==> src/rtl/ex_op_pkg.sv <==
package ex_op_pkg;

    // alu reading of the operation word
    typedef struct packed {
        logic       word;
        logic       alt;
        logic [2:0] fn;
    } alu_ctl_t;

    // multiply/divide reading of the operation word
    typedef struct packed {
        logic       word;
        logic       rsvd;
        logic [2:0] sel;
    } md_ctl_t;

    // one 5-bit word, decoded per md_en
    typedef union packed {
        alu_ctl_t alu;
        md_ctl_t  md;
    } ex_op_u;

    // alu fn codes, alt picks sub / unsigned / arithmetic
    localparam logic [2:0] FN_ADD  = 3'b000;
    localparam logic [2:0] FN_SLL  = 3'b001;
    localparam logic [2:0] FN_SLT  = 3'b010;
    localparam logic [2:0] FN_PASS = 3'b011;
    localparam logic [2:0] FN_XOR  = 3'b100;
    localparam logic [2:0] FN_SR   = 3'b101;
    localparam logic [2:0] FN_OR   = 3'b110;
    localparam logic [2:0] FN_AND  = 3'b111;

    // multiply/divide select codes, bit 2 marks a divide
    localparam logic [2:0] SEL_MUL    = 3'b000;
    localparam logic [2:0] SEL_MULH   = 3'b001;
    localparam logic [2:0] SEL_MULHSU = 3'b010;
    localparam logic [2:0] SEL_MULHU  = 3'b011;
    localparam logic [2:0] SEL_DIV    = 3'b100;
    localparam logic [2:0] SEL_DIVU   = 3'b101;
    localparam logic [2:0] SEL_REM    = 3'b110;
    localparam logic [2:0] SEL_REMU   = 3'b111;

endpackage

==> src/rtl/rv_cfg_pkg.sv <==
package rv_cfg_pkg;

    // data path widths
    localparam int XLEN    = 64;
    localparam int WLEN    = 32;
    localparam int SHAMT_W = 6;

    // restoring divider, one quotient bit per cycle
    localparam int DIV_STEPS = XLEN;

    // operand latch cycle + steps + sign fix
    localparam int DIV_LATENCY = DIV_STEPS + 2;

    // sequencer counter must reach DIV_LATENCY-1
    localparam int DIV_CNT_W = $clog2(DIV_LATENCY);

endpackage
==> src/rtl/alu.sv <==
`timescale 1ns/1ps

module alu (
    input  ex_op_pkg::ex_op_u           op_i,
    input  logic [rv_cfg_pkg::XLEN-1:0] src1_i,
    input  logic [rv_cfg_pkg::XLEN-1:0] src2_i,
    output logic [rv_cfg_pkg::XLEN-1:0] result_o,
    output logic                        zero_o
);

    ex_op_pkg::alu_ctl_t         ctl;
    logic                        sub;
    logic                        uns;
    logic                        right;
    logic                        arith;
    logic [rv_cfg_pkg::XLEN-1:0] sum;
    logic                        less;
    logic [rv_cfg_pkg::XLEN-1:0] shift;
    logic [rv_cfg_pkg::XLEN-1:0] alu_out;

    assign ctl = op_i.alu;

    // compares always subtract, add only when alt is set
    assign sub   = (ctl.fn == ex_op_pkg::FN_SLT) || ((ctl.fn == ex_op_pkg::FN_ADD) && ctl.alt);
    assign uns   = ctl.alt;
    assign right = ctl.fn[2];
    assign arith = ctl.alt;

    alu_adder i_adder (
        .a_i        (src1_i),
        .b_i        (src2_i),
        .sub_i      (sub),
        .unsigned_i (uns),
        .sum_o      (sum),
        .zero_o     (zero_o),
        .less_o     (less)
    );

    alu_shifter i_shifter (
        .src_i   (src1_i),
        .shamt_i (src2_i[rv_cfg_pkg::SHAMT_W-1:0]),
        .right_i (right),
        .arith_i (arith),
        .word_i  (ctl.word),
        .shift_o (shift)
    );

    always_comb begin
        case (ctl.fn)
            ex_op_pkg::FN_ADD: begin
                alu_out = sum;
            end
            ex_op_pkg::FN_SLL, ex_op_pkg::FN_SR: begin
                alu_out = shift;
            end
            ex_op_pkg::FN_SLT: begin
                alu_out = {{(rv_cfg_pkg::XLEN-1){1'b0}}, less};
            end
            ex_op_pkg::FN_PASS: begin
                alu_out = src2_i;
            end
            ex_op_pkg::FN_XOR: begin
                alu_out = src1_i ^ src2_i;
            end
            ex_op_pkg::FN_OR: begin
                alu_out = src1_i | src2_i;
            end
            default: begin
                alu_out = src1_i & src2_i;
            end
        endcase
    end

    // word forms sign-extend from bit 31
    assign result_o = ctl.word ?
        {{(rv_cfg_pkg::XLEN-rv_cfg_pkg::WLEN){alu_out[rv_cfg_pkg::WLEN-1]}},
         alu_out[rv_cfg_pkg::WLEN-1:0]} : alu_out;

endmodule

==> src/rtl/alu_adder.sv <==
`timescale 1ns/1ps

module alu_adder (
    input  logic [rv_cfg_pkg::XLEN-1:0] a_i,
    input  logic [rv_cfg_pkg::XLEN-1:0] b_i,
    input  logic                        sub_i,
    input  logic                        unsigned_i,
    output logic [rv_cfg_pkg::XLEN-1:0] sum_o,
    output logic                        zero_o,
    output logic                        less_o
);

    logic [rv_cfg_pkg::XLEN-1:0] b_inv;
    logic                        carry;
    logic                        overflow;

    // two's complement subtract via inversion and carry in
    assign b_inv = b_i ^ {rv_cfg_pkg::XLEN{sub_i}};
    assign {carry, sum_o} = {1'b0, a_i} + {1'b0, b_inv} + {{rv_cfg_pkg::XLEN{1'b0}}, sub_i};

    // operands agree in sign but the sum does not
    assign overflow = (a_i[rv_cfg_pkg::XLEN-1] == b_inv[rv_cfg_pkg::XLEN-1]) &&
                      (sum_o[rv_cfg_pkg::XLEN-1] != a_i[rv_cfg_pkg::XLEN-1]);

    // no carry out on a subtract means borrow
    assign less_o = unsigned_i ? (carry ^ sub_i) : (sum_o[rv_cfg_pkg::XLEN-1] ^ overflow);

    assign zero_o = ~(|sum_o);

endmodule

==> src/rtl/alu_shifter.sv <==
`timescale 1ns/1ps

module alu_shifter (
    input  logic [rv_cfg_pkg::XLEN-1:0]    src_i,
    input  logic [rv_cfg_pkg::SHAMT_W-1:0] shamt_i,
    input  logic                           right_i,
    input  logic                           arith_i,
    input  logic                           word_i,
    output logic [rv_cfg_pkg::XLEN-1:0]    shift_o
);

    logic [rv_cfg_pkg::SHAMT_W-1:0] amt;
    logic                           sign;
    logic [rv_cfg_pkg::XLEN-1:0]    word_src;
    logic [rv_cfg_pkg::XLEN-1:0]    shift_in;
    logic [rv_cfg_pkg::XLEN-1:0]    shift_raw;
    logic [rv_cfg_pkg::XLEN-1:0]    fill_mask;

    function automatic logic [rv_cfg_pkg::XLEN-1:0] bit_rev(
        input logic [rv_cfg_pkg::XLEN-1:0] v
    );
        logic [rv_cfg_pkg::XLEN-1:0] r;
        for (int i = 0; i < rv_cfg_pkg::XLEN; i++) begin
            r[i] = v[rv_cfg_pkg::XLEN-1-i];
        end
        return r;
    endfunction

    // word shifts only honour 5 amount bits
    assign amt = word_i ? {1'b0, shamt_i[rv_cfg_pkg::SHAMT_W-2:0]} : shamt_i;

    // fill bit for arithmetic right shifts
    assign sign = arith_i & (word_i ? src_i[rv_cfg_pkg::WLEN-1] : src_i[rv_cfg_pkg::XLEN-1]);

    // upper half of a word operand replaced by its fill
    assign word_src = word_i ?
        {{(rv_cfg_pkg::XLEN-rv_cfg_pkg::WLEN){sign}}, src_i[rv_cfg_pkg::WLEN-1:0]} : src_i;

    // left shift = reverse, shift right, reverse back
    assign shift_in  = right_i ? word_src : bit_rev(src_i);
    assign shift_raw = shift_in >> amt;

    // bits vacated at the top by the right shift
    assign fill_mask = ~({rv_cfg_pkg::XLEN{1'b1}} >> amt);

    assign shift_o = right_i ? (shift_raw | (fill_mask & {rv_cfg_pkg::XLEN{sign}}))
                             : bit_rev(shift_raw);

endmodule

==> config.mk <==
export PLATFORM = sky130hd
export DESIGN_NAME = alu
export DESIGN_NICKNAME = d
export VERILOG_FILES = /design/src/rtl/ex_op_pkg.sv /design/src/rtl/rv_cfg_pkg.sv /design/src/rtl/alu.sv /design/src/rtl/alu_adder.sv /design/src/rtl/alu_shifter.sv
export SDC_FILE = /design/constraint.sdc
export NUM_CORES = 1
export LEC_CHECK = 0
export BUFFER_PORTS_ARGS = -buffer_cell sky130_fd_sc_hd__buf_2
export CORE_ASPECT_RATIO = 0.75
export CORE_MARGIN = 3
export CORE_UTILIZATION = 25
export DETAILED_ROUTE_END_ITERATION = 7
export PLACE_DENSITY = 0.4
export RECOVER_POWER = 25
export SYNTH_ARGS = -nofsm -noshare
export SYNTH_HDL_FRONTEND = slang
export SYNTH_SLANG_ARGS = --single-unit
==> constraint.sdc <==
create_clock -name vclk -period 19.7
set_clock_uncertainty 0.15 [all_clocks]
set_input_delay 1.97 -clock vclk [all_inputs]
set_output_delay 1.97 -clock vclk [all_outputs]
set_load 0.05 [all_outputs]
Word-level counts from Yosys, hierarchy flattened. Index checks and enable logic that the tools add are counted.

Output and inout port bits: 65. Flip-flop bits (word level): 0. Bits of input ports: 133. Logic and storage cells: 37.

Bitwise logic cells: 11. Add/sub/neg operators: 2. Mux-type cells: 8. Eq/ne operators: 8. Reduce and logical (&&, ||, !) cells: 6. Shift operators: 2.

Operators with widths (number): $pmux W64 S6 (1); $mux W64 (4); $and A64 B64 Y64 (2); $or A64 B64 Y64 (2); $xor A64 B64 Y64 (2); $add A64 B64 Y65 (1); $add A65 B1 Y65 (1); $not A64 Y64 (1); $reduce_or A64 Y1 (1); $shr A64 B6 Y64 (1); $shr A64 B6 Y64 const A (1); $eq A3 B3 Y1 const B (3); $eq A3 B2 Y1 const B (2); $mux W6 (1); $eq A3 B1 Y1 const B (1); $logic_not A3 Y1 (1); $logic_and A1 B1 Y1 (2); $mux W1 (2); $reduce_or A2 Y1 (1); $xor A1 B1 Y1 (2); $and A1 B1 Y1 (1); $eq A1 B1 Y1 (1); $logic_or A1 B1 Y1 (1); $ne A1 B1 Y1 (1); $not A1 Y1 (1).

Depth between registers and ports, before layout. Gate-level depths: netlist (run 1).

Word-level depth: 12. Gate-level depth with buffers: 34. Mapped depth without buffers: 26.

Hierarchy. A second synthesis (run 1) with hierarchy kept.

Cell total of the unflattened synthesis: 2571. Area, all modules: 18569.1 um2.

By module, submodules not included: alu_shifter (area each 7581.0 um2, sequential area each 0.0 um2, cells each 1038, instances 1); alu (area each 5930.7 um2, sequential area each 0.0 um2, cells each 804, instances 1); alu_adder (area each 5057.4 um2, sequential area each 0.0 um2, cells each 729, instances 1).

Worst setup path before layout (run 1). OpenSTA, ideal clock, no wires.

Path type: in2out. Start point: input op_i[2] (netlist bit). End point: output zero_o. Path buffers: 9. Setup slack: 8638 ps. Cell stages on the path: 34. Arrival time: 8942 ps. Required time: 17580 ps. Cells stage by stage: buf_2 -> buf_2 -> buf_2 -> buf_2 -> clkbuf_1 -> clkbuf_1 -> nor3_1 -> buf_1 -> clkbuf_1 -> xnor2_1 -> ha_1 -> clkbuf_1 -> nand4_1 -> o211ai_1 -> a21oi_1 -> or4_1 -> a211oi_1 -> o21ai_2 -> a21oi_2 -> o21a_1 -> o21a_1 -> o21ai_0 -> nand2b_1 -> a21oi_1 -> fa_1 -> nand3_1 -> nor3_1 -> o2111ai_1 -> or4_1 -> nor3_1 -> and4_1 -> nand4_1 -> nor4_1 -> and4_1.

Word-level cells in the longest chain between the ends: 8. Elaborated cells between the ends (all ways): 9. Classes of those cells: add/sub (2); eq/ne (1); bitwise (2); reduce/logical (4).

Ends and longest elaborated chain: start, declared (line alu.sv:4) `input ex_op_pkg::ex_op_u op_i,`; $logic_not A3 Y1 (line alu.sv:24) `assign sub = (ctl.fn == ex_op_pkg::FN_SLT) || ((ctl.fn == ex_op_pkg::FN_ADD) && ctl.alt);`; $logic_and A1 B1 Y1 (line alu.sv:24); $logic_or A1 B1 Y1 * (line alu.sv:24); $xor A64 B64 Y64 (line alu_adder.sv:18) `assign b_inv = b_i ^ {rv_cfg_pkg::XLEN{sub_i}};`; $add A64 B64 Y65 (line alu_adder.sv:19) `assign {carry, sum_o} = {1'b0, a_i} + {1'b0, b_inv} + {{rv_cfg_pkg::XLEN{1'b0}}, sub_i};`; $add A65 B1 Y65 * (line alu_adder.sv:19); $reduce_or A64 Y1 * (line alu_adder.sv:28) `assign zero_o = ~(|sum_o);`; $not A1 Y1 * (line alu_adder.sv:28); end, declared (line alu.sv:8) `output logic zero_o`.

Mark *: on every way between the ends. The rest lies on a longest branch, timed or not.

Final worst setup path (run 1). Ends and elaborated chain as after synthesis.

==> metrics.yaml, run 1 <==
timing:
  slew_violations: 75
  timing.final.crit_period_ps: 13530
  worst_slack_ps: 6170
  setup_viol: 0
  final_hold_viol_count: 0
  relSlewSlack_pct: -42.7
  worst_slew_pin_slew_ps: 2140
  finalCritPeriodShare_pct: 68.7
  fmax_ghz: 0.0739
  rsz0062_at_grt: "false"
  whs_ps: 4400
  setup_tns_ps: 0
floorplanning:
  die_w_um: 290
  die-area_um2: 63700
  rows: 77
  die_y_um: 219
  ios: 198
  core_region_area_um2: 59400
  initial_core_util_pct: 25.5
layout:
  seq_cells: 0
  areaGrowthSynthToFinish_pct: 10.3
  fin_nets: 2667
  antenna-diode-count: 0
  drive_above_1_share_pct: 13.6
  multi_input_area_um2: 13900
  regArea_um2: 0
  nFillCells: 6724
  final_area_um2: 16700
  clock_buffers: 0
outcome:
  status: "finished, violations left"
  violations: "design-rule violations, max-capacitance violations, max-slew violations"
synth:
  syn_nets: 2612
  yosysWarningCount: 0
  ys_seq_area_share_pct: 0
  avgSynthCellArea_um2: 6.64
  netlist_area_um2: 15200
  synth_cells: 2286
  ys_types: 84
worst_setup_path:
  path_class: "input pin to primary output"
  cpPeakStageDelay_ps: 820
  crit_required_ps: 17580
  crit_fanout: 48
  critPathTopFamily: "simple AND/OR/NAND/NOR gates"
  arrival_ps: 11410
  critPathLaunchType: "input pin"
  path_buf_inv: 4
  cpMaxStageDelayCell: "nor3_2"
  endpoint_kind: "primary output"
place:
  place_ws_ps: 6410
  dpl.hpwl_um: 77200
  dpl_cell_area_um2: 16800
  portBuffers: 198
  gp_congestion: 1.01
global_routing:
  grt_max_degree: 81
  grt_antenna_before_repair: 12
  grt_use_total_pct: 28.8
  grt_pass1_vias: 17700
  grt_pass1_wl_um: 135000
  gr-total-overflow: 0
power_and_ir_drop:
  internal_power_mw: 0.229
  power_frac_comb_pct: 100.0
  switching_power_mw: 0.533
  peakVddDrop_uv: 23.9
  power_density_nw_per_um2: 45.5
  cellLeakagePower_nw: 7.32
  power_mw: 0.762
  power_frac_clock_pct: 0
  swShare_pct: 70.0
  power_frac_seq_pct: 0
detailed_routing:
  wl_per_cell_um: 30.8
  vias_per_cell: 6.11
  drc: 3
  drtIter0Drc: 2604
  num_vias: 19100
  drt_pass1_iterations: 8
  ant_nets: 0
  routed_wl_um: 96400
cts:
  ctsResizeCount: 0
  postCtsSetupBuffers: 0
  cts_hold_buf: 0
worst_hold_path:
  worst_hold_path_type: "input pin to primary output"
job:
  maxCapViolations: 2
-- synth_stat cells (all sizes together), types with 19 or more instances --
| master | n | area, um2 |
|---|---|---|
| o21ai | 330 | 1660 |
| nand2 | 226 | 848 |
| nor2 | 198 | 743 |
| ha | 191 | 2390 |
| a21oi | 153 | 773 |
| inv | 146 | 548 |
| clkbuf | 135 | 508 |
| mux2i | 108 | 1080 |
| xnor2 | 96 | 841 |
| buf | 55 | 273 |
| a31oi | 52 | 332 |
| nand2b | 48 | 300 |
| mux4 | 45 | 1010 |
| a222oi | 35 | 350 |
| o211ai | 32 | 240 |
| nand3 | 29 | 145 |
| a21o | 27 | 203 |
| nor3 | 25 | 125 |
| o221ai | 25 | 219 |
| o22ai | 23 | 150 |
| a22oi | 22 | 165 |
| a211oi | 21 | 168 |
| nand4 | 21 | 131 |
| xor2 | 21 | 184 |
| and2 | 19 | 119 |
| o21a | 19 | 143 |
-- through the flow --
stage,instances,utilization (%)
2_1_floorplan,2286,-
3_3_place_gp,3128,28.2
3_5_place_dp,3129,28.2
4_1_cts,3129,28.2
5_1_grt,3129,28.2
6_report,3129,28.2
-- layout by cell type, fill, tap and decap left out, types with 22 or more instances in the layout --
master | synthesis | layout
ha_1 | 191 | 191
o221ai_1 | 25 | 25
mux2i_1 | 108 | 108
a21o_1 | 27 | 27
a31oi_1 | 51 | 51
a21oi_1 | 151 | 151
a22oi_1 | 22 | 22
mux4_2 | 45 | 45
o21ai_0 | 311 | 312
nand3_1 | 29 | 28
nor2_1 | 198 | 197
buf_4 | 1 | 44
o211ai_1 | 32 | 32
a222oi_1 | 35 | 35
xnor2_1 | 96 | 96
inv_1 | 142 | 141
nand2_1 | 226 | 226
nand2b_1 | 48 | 48
o22ai_1 | 22 | 22
buf_2 | 32 | 185
nor3_1 | 25 | 22
-- power groups by stage --
stage               Sequential (mW)  Combinational, mW  Clock [mW]
detailed placement                0              0.742           0
global placement                  0              0.747           0
global route                      0              0.808           0
CTS                               0              0.746           0
finish                            0              0.762           0
floorplan                         0              0.479           0
-- layout make-up --
| type | instances | area share, % |
|---|---|---|
| tap | 790 | 5.91 |
| inverter | 147 | 3.30 |
| multi-input combinational | 1949 | 82.9 |
| timing repair buffer | 243 | 7.88 |
-- path summary, 6_finish.rpt --
kind | start | endpoint | slack, ps | cells past startpoint
hold / removal | src2_i[26] | result_o[26] | 4400 | 4
setup / recovery | op_i[2] | zero_o | 6170 | 29
-- layer usage --
metal / GRT usage, % / part of all wire, % / routed length (um) / up-vias
met2: 41.8 / 40 / 38700 / 1020
met5: 0 / 0.013 / 13 / -
met1: 43.3 / 47 / 45300 / 9490
met4: 6.21 / 2.6 / 2510 / 2
li1: - / - / - / 8516
met3: 5.65 / 10 / 9910 / 88
-- cell families after synthesis --
family	after synthesis	share of synthesized area, %
buffers and inverters	337	8.78
muxes	164	14.6
and+or+nand+nor	635	18.9
adders and majority gates	193	16.0
xor gates and xnor gates	117	6.75
AOI/OAI and AO/OA	840	34.9
No activity file was read; power rests on OpenSTA's default activity.
==> run 2: changes to the inputs <==
Settings changed: ABC_AREA set to 1, PLACE_DENSITY 0.4 to 0.41.
Clock period 19.7 ns to 11.95 ns, I/O delays scaled along.
==> run 2 against run 1 <==
Compared with the run above: synthesized cell count up 32%; first-iteration DRC count is 11% higher; the flow finishes with violations (max-capacitance violations, max-slew violations); critical endpoint unchanged; non-clock buffer count shrank 10; worst setup slack got worse by 3700 ps.
==> metrics.yaml, run 2 <==
worst_setup_path:
  crit_fanout: 47
  path_class: "input pin to primary output"
  arrival_ps: 8130
  cpMaxStageDelayCell: "fa_1"
  cpPeakStageDelay_ps: 740
  crit_path_start: "op_i[2]"
  endpoint_kind: "primary output"
  worst_path_most_repeated_cell: "nand3_1"
  crit_required_ps: 10610
  critPathLaunchType: "input pin"
cts:
  ctsResizeCount: 0
  cts_hold_buf: 0
  postCtsSetupBuffers: 0
timing:
  setup_viol: 0
  relSlewSlack_pct: -87.5
  worst_slew_pin_slew_ps: 2810
  finalCritPeriodShare_pct: 79.3
  timing.final.crit_period_ps: 9470
  rsz0062_at_grt: "false"
  slew_violations: 59
  setup_tns_ps: 0
  fmax_ghz: 0.106
  final_hold_viol_count: 0
detailed_routing:
  wl_per_cell_um: 26.6
  drc: 0
  num_vias: 22300
  routed_wl_um: 105000
  vias_per_cell: 5.63
  drt_pass1_iterations: 6
  ant_nets: 0
  drtIter0Drc: 2883
synth:
  synth-xor-area-share_pct: 4.85
  synthSimpleGateAreaFrac_pct: 42.5
  yosysWarningCount: 0
  synth.top_cell.area_share_pct: 19.0
  synth_area_leaders: "nand2_1 19%, ha_1 15%, nand3_1 13%"
  syn_nets: 3354
  synth_top_family_by_area: "simple AND/OR/NAND/NOR gates"
  synth_common_cells: "815 x nand2_1, 412 x nand3_1, 343 x inv_1"
  yosys-mux-area-fraction_pct: 1.99
  synth-compound-area-share_pct: 23.0
  yosysTopAreaCell: "nand2_1"
  ys_types: 51
  netlist_area_um2: 16100
  ys_seq_area_share_pct: 0
  yosysMostFrequentCell: "nand2_1"
  synth_cells: 3028
  avgSynthCellArea_um2: 5.31
  synthAdderAreaFrac_pct: 15.1
layout:
  utilization_pct: 28.3
  areaGrowthSynthToFinish_pct: 10.4
  fin_nets: 3432
  drive_above_1_share_pct: 9.44
  regArea_um2: 0
  layout_commonest_cell: "nand2_1"
  layout_common_cells: "814 x nand2_1, 411 x nand3_1, 342 x inv_1"
  clock_buffers: 0
  seq_cells: 0
global_routing:
  grt_pass1_vias: 20000
  grt_max_degree: 73
  grt_pass1_wl_um: 148000
  grt_use_total_pct: 29.8
  grt_antenna_before_repair: 13
  gr-total-overflow: 0
floorplanning:
  ios: 198
  initial_core_util_pct: 25.6
  die_w_um: 299
  die_y_um: 226
  rows: 79
  core_region_area_um2: 62800
  die-area_um2: 67400
job:
  maxCapViolations: 1
outcome:
  violations: "max-capacitance violations, max-slew violations"
  status: "finished, violations left"
place:
  portBuffers: 198
  dpl.hpwl_um: 87100
  gp_congestion: 1.08
worst_hold_path:
  hp-start: "src2_i[30]"
  worst_hold_path_type: "input pin to primary output"
[run 2: final timing paths]
| check | to | slack, ps | cells past startpoint |
|---|---|---|---|
| min | result_o[30] | 2810 | 4 |
| max | zero_o | 2480 | 34 |
[run 2: cell type report]
class	instances	area (um2)
Antenna cell	4	10.0
Multi-Input combinational cell	2522	14100
Inverter	349	1320
Fill cell	7489	45000
Tap cell	850	1060
Timing Repair Buffer	233	1230
[run 2: stage by stage]
step,instance area (um2),hold slack (ps),std cells,worst slack [ps]
6_report,17700,2810,3958,2480
5_1_grt,17700,2840,3954,2160
4_1_cts,17700,2810,3954,2800
3_5_place_dp,17700,2810,3954,2820
3_3_place_gp,17700,2810,3954,2890
2_1_floorplan,16100,2700,3028,4680
[run 2: cell families after synthesis]
group / after synthesis
compound gates: 601
buf+inv: 506
fa+ha+maj: 193
simple gates: 1607
mux: 32
xor+xnor: 89
[run 2: worst max-delay path: cells and delay by family]
kind                     cells  cell delay (ps)
XOR/XNOR                     1              330
buffers and inverters        4             1010
AND/OR/NAND/NOR             24             3640
AO/OA/AOI/OAI                3              540
adder cells (fa/ha/maj)      2             1160
[run 2: routing by layer]
metal | up-vias | part of all wire (%) | track usage (%)
li1 | 10300 | - | -
met1 | 10600 | 48 | 45.3
met2 | 1228 | 39 | 41.7
met3 | 94 | 12 | 7.63
met4 | 10 | 2.2 | 5.44
met5 | - | 0.066 | 0
